`src/verilog/core_config.svh`:
```
`ifndef CORE_CONFIG_SVH
`define CORE_CONFIG_SVH

// Data path width
`define CORE_XLEN 32

// Architectural register count, x0 included
`define CORE_NREGS 32

// Bits needed to name one register
`define CORE_REG_W 5

// Cycles the iterative multiplier stays busy
`define CORE_MUL_CYCLES 4

`endif

```
`src/verilog/core_pkg.sv`:
```
`default_nettype none

package core_pkg;

    // Major opcodes
    localparam logic [6:0] OPC_OP     = 7'b0110011;
    localparam logic [6:0] OPC_OP_IMM = 7'b0010011;

    // funct3 values
    localparam logic [2:0] F3_ADD_SUB = 3'b000;
    localparam logic [2:0] F3_SLT     = 3'b010;
    localparam logic [2:0] F3_SLTU    = 3'b011;
    localparam logic [2:0] F3_MUL     = 3'b000;

    // funct7 values
    localparam logic [6:0] F7_SUB    = 7'b0100000;
    localparam logic [6:0] F7_MULDIV = 7'b0000001;

    // Register-register format
    typedef struct packed {
        logic [6:0] funct7;
        logic [4:0] rs2;
        logic [4:0] rs1;
        logic [2:0] funct3;
        logic [4:0] rd;
        logic [6:0] opcode;
    } r_fmt_t;

    // Register-immediate format
    typedef struct packed {
        logic [11:0] imm12;
        logic [4:0]  rs1;
        logic [2:0]  funct3;
        logic [4:0]  rd;
        logic [6:0]  opcode;
    } i_fmt_t;

    // One fetched word, read in whichever view the opcode calls for
    typedef union packed {
        r_fmt_t r;
        i_fmt_t i;
    } instr_u;

    // Owner of the result held in EX2
    typedef enum logic [1:0] {
        UNIT_ALU,
        UNIT_MUL
    } unit_e;

endpackage

`default_nettype wire

```
`src/verilog/issue_stage.sv`:
```
`timescale 1ns/1ps
`default_nettype none

`include "core_config.svh"

module issue_stage (
    input  wire logic                   clk,
    input  wire logic                   resetn,

    input  wire logic                   i_instr_valid,
    input  core_pkg::instr_u            i_instr,
    output logic                        o_instr_ready,

    output logic [`CORE_REG_W-1:0]      o_rs1_sel,
    output logic [`CORE_REG_W-1:0]      o_rs2_sel,
    input  wire logic [`CORE_XLEN-1:0]  i_rs1_data,
    input  wire logic [`CORE_XLEN-1:0]  i_rs2_data,

    input  wire logic                   i_ex2_pending,
    input  wire logic [`CORE_REG_W-1:0] i_ex2_rd,
    input  wire logic                   i_ex2_data_valid,
    input  wire logic [`CORE_XLEN-1:0]  i_ex2_data,
    input  wire logic                   i_ex2_ready,

    output logic                        o_ex1_valid,
    output logic [`CORE_REG_W-1:0]      o_ex1_rd,
    output core_pkg::unit_e             o_ex1_unit,
    output logic [`CORE_XLEN-1:0]       o_ex1_data,
    output logic [`CORE_XLEN-1:0]       o_ex1_data2,
    output logic                        o_ex1_value_valid
);

    import core_pkg::*;

    // Decoded fields
    logic [6:0]             opcode;
    logic [2:0]             funct3;
    logic [`CORE_REG_W-1:0] rs1;
    logic [`CORE_REG_W-1:0] rs2;
    logic [`CORE_REG_W-1:0] rd;
    logic                   is_op;
    logic                   is_imm;
    logic                   is_sub;
    logic                   is_mul;
    logic [`CORE_XLEN-1:0]  imm;

    // Operands after forwarding
    logic [`CORE_XLEN-1:0]  rs1_val;
    logic [`CORE_XLEN-1:0]  rs2_val;
    logic                   rs1_stall;
    logic                   rs2_stall;
    logic                   stall;
    logic                   accept;

    // ALU
    logic [`CORE_XLEN-1:0]  operand_b;
    logic [`CORE_XLEN-1:0]  sum;
    logic [`CORE_XLEN:0]    difference;
    logic                   lt_signed;
    logic                   lt_unsigned;
    logic [`CORE_XLEN-1:0]  alu_result;

    // EX1 register
    logic                   ex1_pending;
    logic [`CORE_REG_W-1:0] ex1_rd;
    unit_e                  ex1_unit;
    logic                   ex1_value_valid;
    logic [`CORE_XLEN-1:0]  ex1_data;
    logic [`CORE_XLEN-1:0]  ex1_data2;

    // Register fields sit at the same bits in both views
    assign opcode = i_instr.r.opcode;
    assign funct3 = i_instr.r.funct3;
    assign rs1    = i_instr.r.rs1;
    assign rs2    = i_instr.r.rs2;
    assign rd     = i_instr.r.rd;

    assign is_op  = (opcode == OPC_OP);
    assign is_imm = (opcode == OPC_OP_IMM);
    assign is_sub = is_op && (i_instr.r.funct7 == F7_SUB);
    assign is_mul = is_op && (i_instr.r.funct7 == F7_MULDIV) && (funct3 == F3_MUL);
    assign imm    = {{(`CORE_XLEN-12){i_instr.i.imm12[11]}}, i_instr.i.imm12};

    assign o_rs1_sel = rs1;
    assign o_rs2_sel = rs2;

    // EX1 is younger than EX2, so it wins
    always_comb begin
        rs1_val   = i_rs1_data;
        rs1_stall = 1'b0;
        if (rs1 != '0 && ex1_pending && ex1_rd == rs1) begin
            if (ex1_value_valid) begin
                rs1_val = ex1_data;
            end else begin
                rs1_stall = 1'b1;
            end
        end else if (rs1 != '0 && i_ex2_pending && i_ex2_rd == rs1) begin
            if (i_ex2_data_valid) begin
                rs1_val = i_ex2_data;
            end else begin
                rs1_stall = 1'b1;
            end
        end

        rs2_val   = i_rs2_data;
        rs2_stall = 1'b0;
        if (is_op && rs2 != '0 && ex1_pending && ex1_rd == rs2) begin
            if (ex1_value_valid) begin
                rs2_val = ex1_data;
            end else begin
                rs2_stall = 1'b1;
            end
        end else if (is_op && rs2 != '0 && i_ex2_pending && i_ex2_rd == rs2) begin
            if (i_ex2_data_valid) begin
                rs2_val = i_ex2_data;
            end else begin
                rs2_stall = 1'b1;
            end
        end
    end

    assign stall         = i_instr_valid && (rs1_stall || rs2_stall);
    assign o_instr_ready = !stall && (!ex1_pending || i_ex2_ready);
    assign accept        = i_instr_valid && o_instr_ready;

    assign operand_b  = is_imm ? imm : rs2_val;
    assign sum        = rs1_val + operand_b;
    assign difference = {1'b0, rs1_val} - {1'b0, operand_b};

    // Signs differ means the sign of a decides
    assign lt_signed   = (rs1_val[`CORE_XLEN-1] != operand_b[`CORE_XLEN-1]) ?
                         rs1_val[`CORE_XLEN-1] : difference[`CORE_XLEN-1];
    assign lt_unsigned = difference[`CORE_XLEN];

    always_comb begin
        case (funct3)
            F3_ADD_SUB: alu_result = is_sub ? difference[`CORE_XLEN-1:0] : sum;
            F3_SLT:     alu_result = {{(`CORE_XLEN-1){1'b0}}, lt_signed};
            F3_SLTU:    alu_result = {{(`CORE_XLEN-1){1'b0}}, lt_unsigned};
            default:    alu_result = sum;
        endcase
    end

    always_ff @(posedge clk or negedge resetn) begin
        if (!resetn) begin
            ex1_pending     <= 1'b0;
            ex1_value_valid <= 1'b0;
            ex1_rd          <= '0;
            ex1_unit        <= UNIT_ALU;
        end else if (accept) begin
            ex1_pending     <= 1'b1;
            ex1_value_valid <= !is_mul;
            ex1_rd          <= rd;
            ex1_unit        <= is_mul ? UNIT_MUL : UNIT_ALU;
        end else if (ex1_pending && i_ex2_ready) begin
            ex1_pending     <= 1'b0;
            ex1_value_valid <= 1'b0;
        end
    end

    // MUL leaves both operands for EX2
    always_ff @(posedge clk) begin
        if (accept) begin
            ex1_data  <= is_mul ? rs1_val : alu_result;
            ex1_data2 <= rs2_val;
        end
    end

    assign o_ex1_valid       = ex1_pending;
    assign o_ex1_rd          = ex1_rd;
    assign o_ex1_unit        = ex1_unit;
    assign o_ex1_data        = ex1_data;
    assign o_ex1_data2       = ex1_data2;
    assign o_ex1_value_valid = ex1_value_valid;

endmodule

`default_nettype wire

```
`src/verilog/reg_file.sv`:
```
`timescale 1ns/1ps
`default_nettype none

`include "core_config.svh"

module reg_file (
    input  wire logic                   clk,
    input  wire logic                   resetn,

    input  wire logic [`CORE_REG_W-1:0] i_rs1_sel,
    input  wire logic [`CORE_REG_W-1:0] i_rs2_sel,
    output logic [`CORE_XLEN-1:0]       o_rs1_data,
    output logic [`CORE_XLEN-1:0]       o_rs2_data,

    input  wire logic                   i_wb_en,
    input  wire logic [`CORE_REG_W-1:0] i_wb_rd,
    input  wire logic [`CORE_XLEN-1:0]  i_wb_data
);

    logic [`CORE_XLEN-1:0] regs [`CORE_NREGS];

    always_ff @(posedge clk or negedge resetn) begin
        if (!resetn) begin
            for (int i = 0; i < `CORE_NREGS; i++) begin
                regs[i] <= '0;
            end
        end else if (i_wb_en && i_wb_rd != '0) begin
            regs[i_wb_rd] <= i_wb_data;
        end
    end

    // Write-through, the value being retired is not in EX2 any more
    always_comb begin
        if (i_rs1_sel == '0) begin
            o_rs1_data = '0;
        end else if (i_wb_en && i_wb_rd == i_rs1_sel) begin
            o_rs1_data = i_wb_data;
        end else begin
            o_rs1_data = regs[i_rs1_sel];
        end
    end

    always_comb begin
        if (i_rs2_sel == '0) begin
            o_rs2_data = '0;
        end else if (i_wb_en && i_wb_rd == i_rs2_sel) begin
            o_rs2_data = i_wb_data;
        end else begin
            o_rs2_data = regs[i_rs2_sel];
        end
    end

endmodule

`default_nettype wire

```
`src/verilog/ex2_stage.sv`:
```
`timescale 1ns/1ps
`default_nettype none

`include "core_config.svh"

module ex2_stage (
    input  wire logic                   clk,
    input  wire logic                   resetn,

    input  wire logic                   i_ex1_valid,
    input  wire logic [`CORE_REG_W-1:0] i_ex1_rd,
    input  core_pkg::unit_e             i_ex1_unit,
    input  wire logic [`CORE_XLEN-1:0]  i_ex1_data,
    input  wire logic [`CORE_XLEN-1:0]  i_ex1_data2,
    output logic                        o_ex2_ready,

    output logic                        o_ex2_pending,
    output logic [`CORE_REG_W-1:0]      o_ex2_rd,
    output logic                        o_ex2_data_valid,
    output logic [`CORE_XLEN-1:0]       o_ex2_data,

    output logic                        o_wb_en,
    output logic [`CORE_REG_W-1:0]      o_wb_rd,
    output logic [`CORE_XLEN-1:0]       o_wb_data
);

    import core_pkg::*;

    // Multiplier bits consumed per cycle
    localparam int CHUNK_W = `CORE_XLEN / `CORE_MUL_CYCLES;
    localparam int CNT_W   = $clog2(`CORE_MUL_CYCLES + 1);

    logic                   xfer;
    logic                   ex2_pending;
    logic [`CORE_REG_W-1:0] ex2_rd;
    unit_e                  ex2_unit;
    logic [`CORE_XLEN-1:0]  alu_data;

    logic [CNT_W-1:0]       mul_cnt;
    logic                   mul_done;
    logic [`CORE_XLEN-1:0]  mul_acc;
    logic [`CORE_XLEN-1:0]  mul_mcand;
    logic [`CORE_XLEN-1:0]  mul_mplier;
    logic [`CORE_XLEN-1:0]  partial_prod;

    logic                   data_valid;
    logic [`CORE_XLEN-1:0]  data;

    logic                   wb_en;
    logic [`CORE_REG_W-1:0] wb_rd;
    logic [`CORE_XLEN-1:0]  wb_data;

    assign xfer        = i_ex1_valid && o_ex2_ready;
    assign o_ex2_ready = !ex2_pending || data_valid;

    always_ff @(posedge clk or negedge resetn) begin
        if (!resetn) begin
            ex2_pending <= 1'b0;
            ex2_rd      <= '0;
            ex2_unit    <= UNIT_ALU;
        end else if (xfer) begin
            ex2_pending <= 1'b1;
            ex2_rd      <= i_ex1_rd;
            ex2_unit    <= i_ex1_unit;
        end else if (data_valid) begin
            ex2_pending <= 1'b0;
        end
    end

    always_ff @(posedge clk) begin
        if (xfer) begin
            alu_data <= i_ex1_data;
        end
    end

    // Shift-add, one chunk of the multiplier per cycle
    assign mul_done     = (mul_cnt == '0);
    assign partial_prod = mul_mcand *
                          {{(`CORE_XLEN-CHUNK_W){1'b0}}, mul_mplier[CHUNK_W-1:0]};

    always_ff @(posedge clk or negedge resetn) begin
        if (!resetn) begin
            mul_cnt <= '0;
        end else if (xfer && i_ex1_unit == UNIT_MUL) begin
            mul_cnt <= CNT_W'(`CORE_MUL_CYCLES);
        end else if (!mul_done) begin
            mul_cnt <= mul_cnt - 1'b1;
        end
    end

    always_ff @(posedge clk) begin
        if (xfer && i_ex1_unit == UNIT_MUL) begin
            mul_acc    <= '0;
            mul_mcand  <= i_ex1_data;
            mul_mplier <= i_ex1_data2;
        end else if (!mul_done) begin
            mul_acc    <= mul_acc + partial_prod;
            mul_mcand  <= mul_mcand << CHUNK_W;
            mul_mplier <= mul_mplier >> CHUNK_W;
        end
    end

    always_comb begin
        case (ex2_unit)
            UNIT_MUL: begin
                data_valid = ex2_pending && mul_done;
                data       = mul_acc;
            end
            default: begin
                data_valid = ex2_pending;
                data       = alu_data;
            end
        endcase
    end

    // Retire stage, one strobe per result
    always_ff @(posedge clk or negedge resetn) begin
        if (!resetn) begin
            wb_en <= 1'b0;
        end else begin
            wb_en <= data_valid;
        end
    end

    always_ff @(posedge clk) begin
        if (data_valid) begin
            wb_rd   <= ex2_rd;
            wb_data <= data;
        end
    end

    assign o_ex2_pending    = ex2_pending;
    assign o_ex2_rd         = ex2_rd;
    assign o_ex2_data_valid = data_valid;
    assign o_ex2_data       = data;
    assign o_wb_en          = wb_en;
    assign o_wb_rd          = wb_rd;
    assign o_wb_data        = wb_data;

endmodule

`default_nettype wire

```
`src/verilog/exec_core.sv`:
```
`timescale 1ns/1ps
`default_nettype none

`include "core_config.svh"

module exec_core (
    input  wire logic              clk,
    input  wire logic              resetn,

    input  wire logic              i_instr_valid,
    input  core_pkg::instr_u       i_instr,
    output logic                   o_instr_ready,

    output logic                   o_wb_valid,
    output logic [`CORE_REG_W-1:0] o_wb_rd,
    output logic [`CORE_XLEN-1:0]  o_wb_data
);

    import core_pkg::*;

    // Register file reads
    logic [`CORE_REG_W-1:0] rs1_sel;
    logic [`CORE_REG_W-1:0] rs2_sel;
    logic [`CORE_XLEN-1:0]  rs1_data;
    logic [`CORE_XLEN-1:0]  rs2_data;

    // EX1 to EX2
    logic                   ex1_valid;
    logic [`CORE_REG_W-1:0] ex1_rd;
    unit_e                  ex1_unit;
    logic [`CORE_XLEN-1:0]  ex1_data;
    logic [`CORE_XLEN-1:0]  ex1_data2;
    logic                   ex1_value_valid;
    logic                   ex2_ready;

    // EX2 forwarding
    logic                   ex2_pending;
    logic [`CORE_REG_W-1:0] ex2_rd;
    logic                   ex2_data_valid;
    logic [`CORE_XLEN-1:0]  ex2_data;

    // Write-back
    logic                   wb_en;
    logic [`CORE_REG_W-1:0] wb_rd;
    logic [`CORE_XLEN-1:0]  wb_data;

    issue_stage issue0 (
        .clk               (clk),
        .resetn            (resetn),
        .i_instr_valid     (i_instr_valid),
        .i_instr           (i_instr),
        .o_instr_ready     (o_instr_ready),
        .o_rs1_sel         (rs1_sel),
        .o_rs2_sel         (rs2_sel),
        .i_rs1_data        (rs1_data),
        .i_rs2_data        (rs2_data),
        .i_ex2_pending     (ex2_pending),
        .i_ex2_rd          (ex2_rd),
        .i_ex2_data_valid  (ex2_data_valid),
        .i_ex2_data        (ex2_data),
        .i_ex2_ready       (ex2_ready),
        .o_ex1_valid       (ex1_valid),
        .o_ex1_rd          (ex1_rd),
        .o_ex1_unit        (ex1_unit),
        .o_ex1_data        (ex1_data),
        .o_ex1_data2       (ex1_data2),
        .o_ex1_value_valid (ex1_value_valid)
    );

    reg_file rf0 (
        .clk        (clk),
        .resetn     (resetn),
        .i_rs1_sel  (rs1_sel),
        .i_rs2_sel  (rs2_sel),
        .o_rs1_data (rs1_data),
        .o_rs2_data (rs2_data),
        .i_wb_en    (wb_en),
        .i_wb_rd    (wb_rd),
        .i_wb_data  (wb_data)
    );

    ex2_stage ex2_0 (
        .clk              (clk),
        .resetn           (resetn),
        .i_ex1_valid      (ex1_valid),
        .i_ex1_rd         (ex1_rd),
        .i_ex1_unit       (ex1_unit),
        .i_ex1_data       (ex1_data),
        .i_ex1_data2      (ex1_data2),
        .o_ex2_ready      (ex2_ready),
        .o_ex2_pending    (ex2_pending),
        .o_ex2_rd         (ex2_rd),
        .o_ex2_data_valid (ex2_data_valid),
        .o_ex2_data       (ex2_data),
        .o_wb_en          (wb_en),
        .o_wb_rd          (wb_rd),
        .o_wb_data        (wb_data)
    );

    assign o_wb_valid = wb_en;
    assign o_wb_rd    = wb_rd;
    assign o_wb_data  = wb_data;

endmodule

`default_nettype wire

```
`config.mk`:
```
export PLATFORM = sky130hd
export DESIGN_NAME = exec_core
export DESIGN_NICKNAME = d
export VERILOG_FILES = /design/src/verilog/core_pkg.sv /design/src/verilog/issue_stage.sv /design/src/verilog/reg_file.sv /design/src/verilog/ex2_stage.sv /design/src/verilog/exec_core.sv
export VERILOG_INCLUDE_DIRS = /design/src /design/src/verilog
export SDC_FILE = /design/constraint.sdc
export NUM_CORES = 2
export LEC_CHECK = 0
export ABC_CLOCK_PERIOD_IN_PS = 13700
export BUFFER_PORTS_ARGS = -buffer_cell sky130_fd_sc_hd__buf_2
export CELL_PAD_IN_SITES_DETAIL_PLACEMENT = 0
export CELL_PAD_IN_SITES_GLOBAL_PLACEMENT = 1
export CORE_AREA = 2 2 441 400
export CTS_CLUSTER_DIAMETER = 50
export DETAILED_ROUTE_END_ITERATION = 16
export DIE_AREA = 0 0 443 402
export PLACE_DENSITY = 0.79
export REMOVE_ABC_BUFFERS = 1
export SETUP_SLACK_MARGIN = 0.02
export SYNTH_ARGS = -nofsm -noshare
export SYNTH_HDL_FRONTEND = slang
export SYNTH_SLANG_ARGS = --single-unit
```
`constraint.sdc`:
```
create_clock -name clk -period 13.7 [get_ports clk]
set_input_delay 2.74 -clock clk [delete_from_list [all_inputs] [get_ports clk]]
set_output_delay 2.74 -clock clk [all_outputs]
set_load 0.01 [all_outputs]
```
==> flow_summary.toml <==
[outcome]
status = "complete, no violations"

[final_layout]
nets = 6099
area_growth_pct = 10.26
instances_no_fill = 8196
drive_above_1_share_pct = 37.24
final_cell_mix = "mux2_2, dfrtp_1, mux4_2"

[detailed_routing]
first_pass_iters = 7
vias_per_cell = 6.402
ant_nets = 0
drcViolationCount = 0
wl_per_cell_um = 29.88
vias = 52470
finalWirelength_um = 244900
first_iter_violations = 5291

[grt]
grt_first_pass_wirelength_um = 364600
grtUsageTotal_pct = 27.54
grt_start_max_net_pins = 166
grt_overflow_total = 0
first_global_vias = 53260
antenna_found_initial = 10

[die]
coreArea_um2 = 174100
die-width_um = 443
die-area_um2 = 178100
fp-row-count = 146
start_util_pct = 44.63
io_pins = 74
fp.dieH_um = 402

[yosys]
async_reset_ff_share_pct = 82.00
yosys_warnings = 0
ys.flop_type = "dfrtp_1"
netlist_area_um2 = 77690
ys_ff_latch = 1272
synth.distinct_cells = 87
yosysSeqAreaShare_pct = 42.03
syn_area_per_cell_um2 = 13.06
synth-edff-count = 197
synthCells = 5951

[clock_tree]
cts.root.buffer_cell = "clkbuf_16"
cts_resized = 0
clock_sink_count = 1272
clk_path_buf_depth = 3
ctsHoldBuffers = 0
clk_latency_ns = 0.84
h-tree-depth = 4
cts_buffers = 158
clk_pin_slew_ns = 0.06
post_cts_buffers = 0
cts_tree = "yes"

[timing]
slew_headroom_pct = 20.56
drv_slew = 0
max_freq_ghz = 0.1019
hold_viol_final = 0
fin_crit_sh_pct = 71.65
finalClockSkew_ns = 0.08671
period_needed_ns = 9.816
rsz0062_at_grt = "no"
worst_pin_slew_ns = 1.188
tns_ns = 0
setup_viol = 0
holdWs_ns = 0.3923

[power_and_ir_drop]
finalPower_w = 0.01983
pwr_density_cell_nw_per_um2 = 231.5
leakage_nw = 36.76
ir_drop_mv = 0.1887

[placed_design]
hpwlAfterDp_um = 151700
dp.cells = 7903
finalWeightedCongestion = 0.9525
portBuffers = 73

[setup_path]
r2r_setup_slack_ns = 5.70
r2r_cells = 21
rr_endpoint = "issue0.o_ex1_data[31]$_DFFE_PP_"
cp-start-kind = "input port"
worst-setup-path-type = "in2reg"
arrival_ns = 10.43
endpoint_kind = "flop"
worstPathMaxFanout = 52
crit_required_ns = 14.31
r2r_start = "ex2_0.o_wb_rd[4]$_DFFE_PP_"

[hold_path]
min_to = "rf0.regs[996]$_DFFE_PN0P_"
hold_start = "rf0.regs[996]$_DFFE_PN0P_"
worstHoldPathCells = 0
hold_path.class = "reg2reg"

[flow_run]
max-cap-violations = 0
-- power by group --
part           switching [W]  total [W]  internal, W  leakage (nW)
logic                0.00465    0.00897      0.00431          18.2
registers            0.00117    0.00646      0.00529          15.8
clock network        0.00178    0.00440      0.00262          2.71
total                0.00761     0.0198       0.0122          36.8
-- metrics by stage --
| step | cell area [µm²] | utilization, % | setup WS, ns |
|---|---|---|---|
| floorplan | 75270 | - | 4.966 |
| global placement | 80050 | 45.98 | 3.282 |
| detailed placement | 80050 | 45.98 | 3.185 |
| CTS | 85660 | 49.20 | 3.997 |
| global route | 85660 | 49.20 | 3.264 |
| finish | 85660 | 49.21 | 3.884 |
-- critical path: stages --
cell,delay [ns]
buf_8,0.42
buf_4,0.59
xnor2_1,0.18
nand4_1,0.14
or3_1,0.66
nand2_1,0.31
nand3_1,0.55
o21ai_0,0.63
ha_1,0.45
a211oi_1,0.27
nor2_1,0.08
a211oi_1,0.39
a21oi_1,0.24
o31ai_1,0.52
o21ai_0,0.29
a41o_1,0.32
o21a_1,0.18
nor2_1,0.14
fa_1,0.42
a31oi_1,0.18
nor2_1,0.08
nor3b_1,0.19
mux2i_1,0.11
a2bb2oi_1,0.15
-- synthesized netlist by cell type (all sizes together), types with 24 or more instances --
library cell  count  area (µm²)
nor3             39       195.2
edfxtp          197        5916
fa              189        3784
dfxtp            32       640.6
nand2           455        1708
a21o             35       262.8
o21ai           120       600.6
and2            130       815.8
inv             277        1040
nor2            183       686.9
nor2b            42       262.8
ha              106        1326
clkbuf          359        1350
dfrtp          1043       26100
a21oi           206        1031
buf             201        1066
nand3            31       155.2
a211oi           85       650.6
o211ai           45       342.8
xor2             24       210.2
mux4            599       13490
or3              28       175.2
mux2           1042       11730
xnor2            45       394.1
mux2i           156        1562
-- cells by family after synthesis --
family | count (synthesis) | share of synthesized area, %
XOR/XNOR | 69 | 0.7779
flip-flops | 1272 | 42.03
AO/OA/AOI/OAI | 678 | 5.698
multiplexers | 1797 | 34.48
buffers and inverters | 838 | 4.461
adder cells (fa/ha/maj) | 295 | 6.577
AND/OR/NAND/NOR | 1002 | 5.976
-- routing by layer --
metal  vias to the layer above  track usage [%]  part of all wire [%]
li1                      21600                -                     -
met1                     28000            38.25                    41
met2                      2357            42.70                    46
met3                       502            5.419                   8.0
met4                         8            10.98                   4.2
met5                         -                0                 0.022
-- worst max-delay path by stage --
| stage | startpoint | end |
|---|---|---|
| global route | i_instr[15] | issue0.o_ex1_data[31]$_DFFE_PP_ |
| floorplan | i_instr[21] | issue0.o_ex1_data[31]$_DFFE_PP_ |
| finish | i_instr[15] | issue0.o_ex1_data[31]$_DFFE_PP_ |
| CTS | i_instr[15] | issue0.o_ex1_data[28]$_DFFE_PP_ |
| global placement | i_instr[15] | issue0.o_ex1_data[28]$_DFFE_PP_ |
| detailed placement | i_instr[15] | issue0.o_ex1_data[28]$_DFFE_PP_ |
-- final cells by class --
| type | count | area, µm² |
|---|---|---|
| fill | 14950 | 88430 |
| multi-input combinational | 3841 | 41810 |
| sequential | 1272 | 32660 |
| clock buffer | 200 | 4364 |
| tap | 2294 | 2870 |
| timing repair buffer | 219 | 1667 |
| clock inverter | 90 | 1244 |
| inverter | 277 | 1040 |
| antenna | 3 | 7.507 |
-- sequential cells by signal, summed over array words and instances (netlist names) --
name                      cells
rf0.regs                   1024
ex2_0.alu_data               32
ex2_0.mul_acc                32
ex2_0.mul_mcand              32
ex2_0.mul_mplier             32
ex2_0.o_wb_data              32
issue0.o_ex1_data2           32
issue0.o_ex1_data            32
ex2_0.o_ex2_rd                5
ex2_0.o_wb_rd                 5
issue0.o_ex1_rd               5
ex2_0.mul_cnt                 3
ex2_0.ex2_unit                1
ex2_0.o_ex2_pending           1
ex2_0.o_wb_en                 1
issue0.o_ex1_unit             1
issue0.o_ex1_valid            1
issue0.o_ex1_value_valid      1
Power figures use the tool's default switching activity.
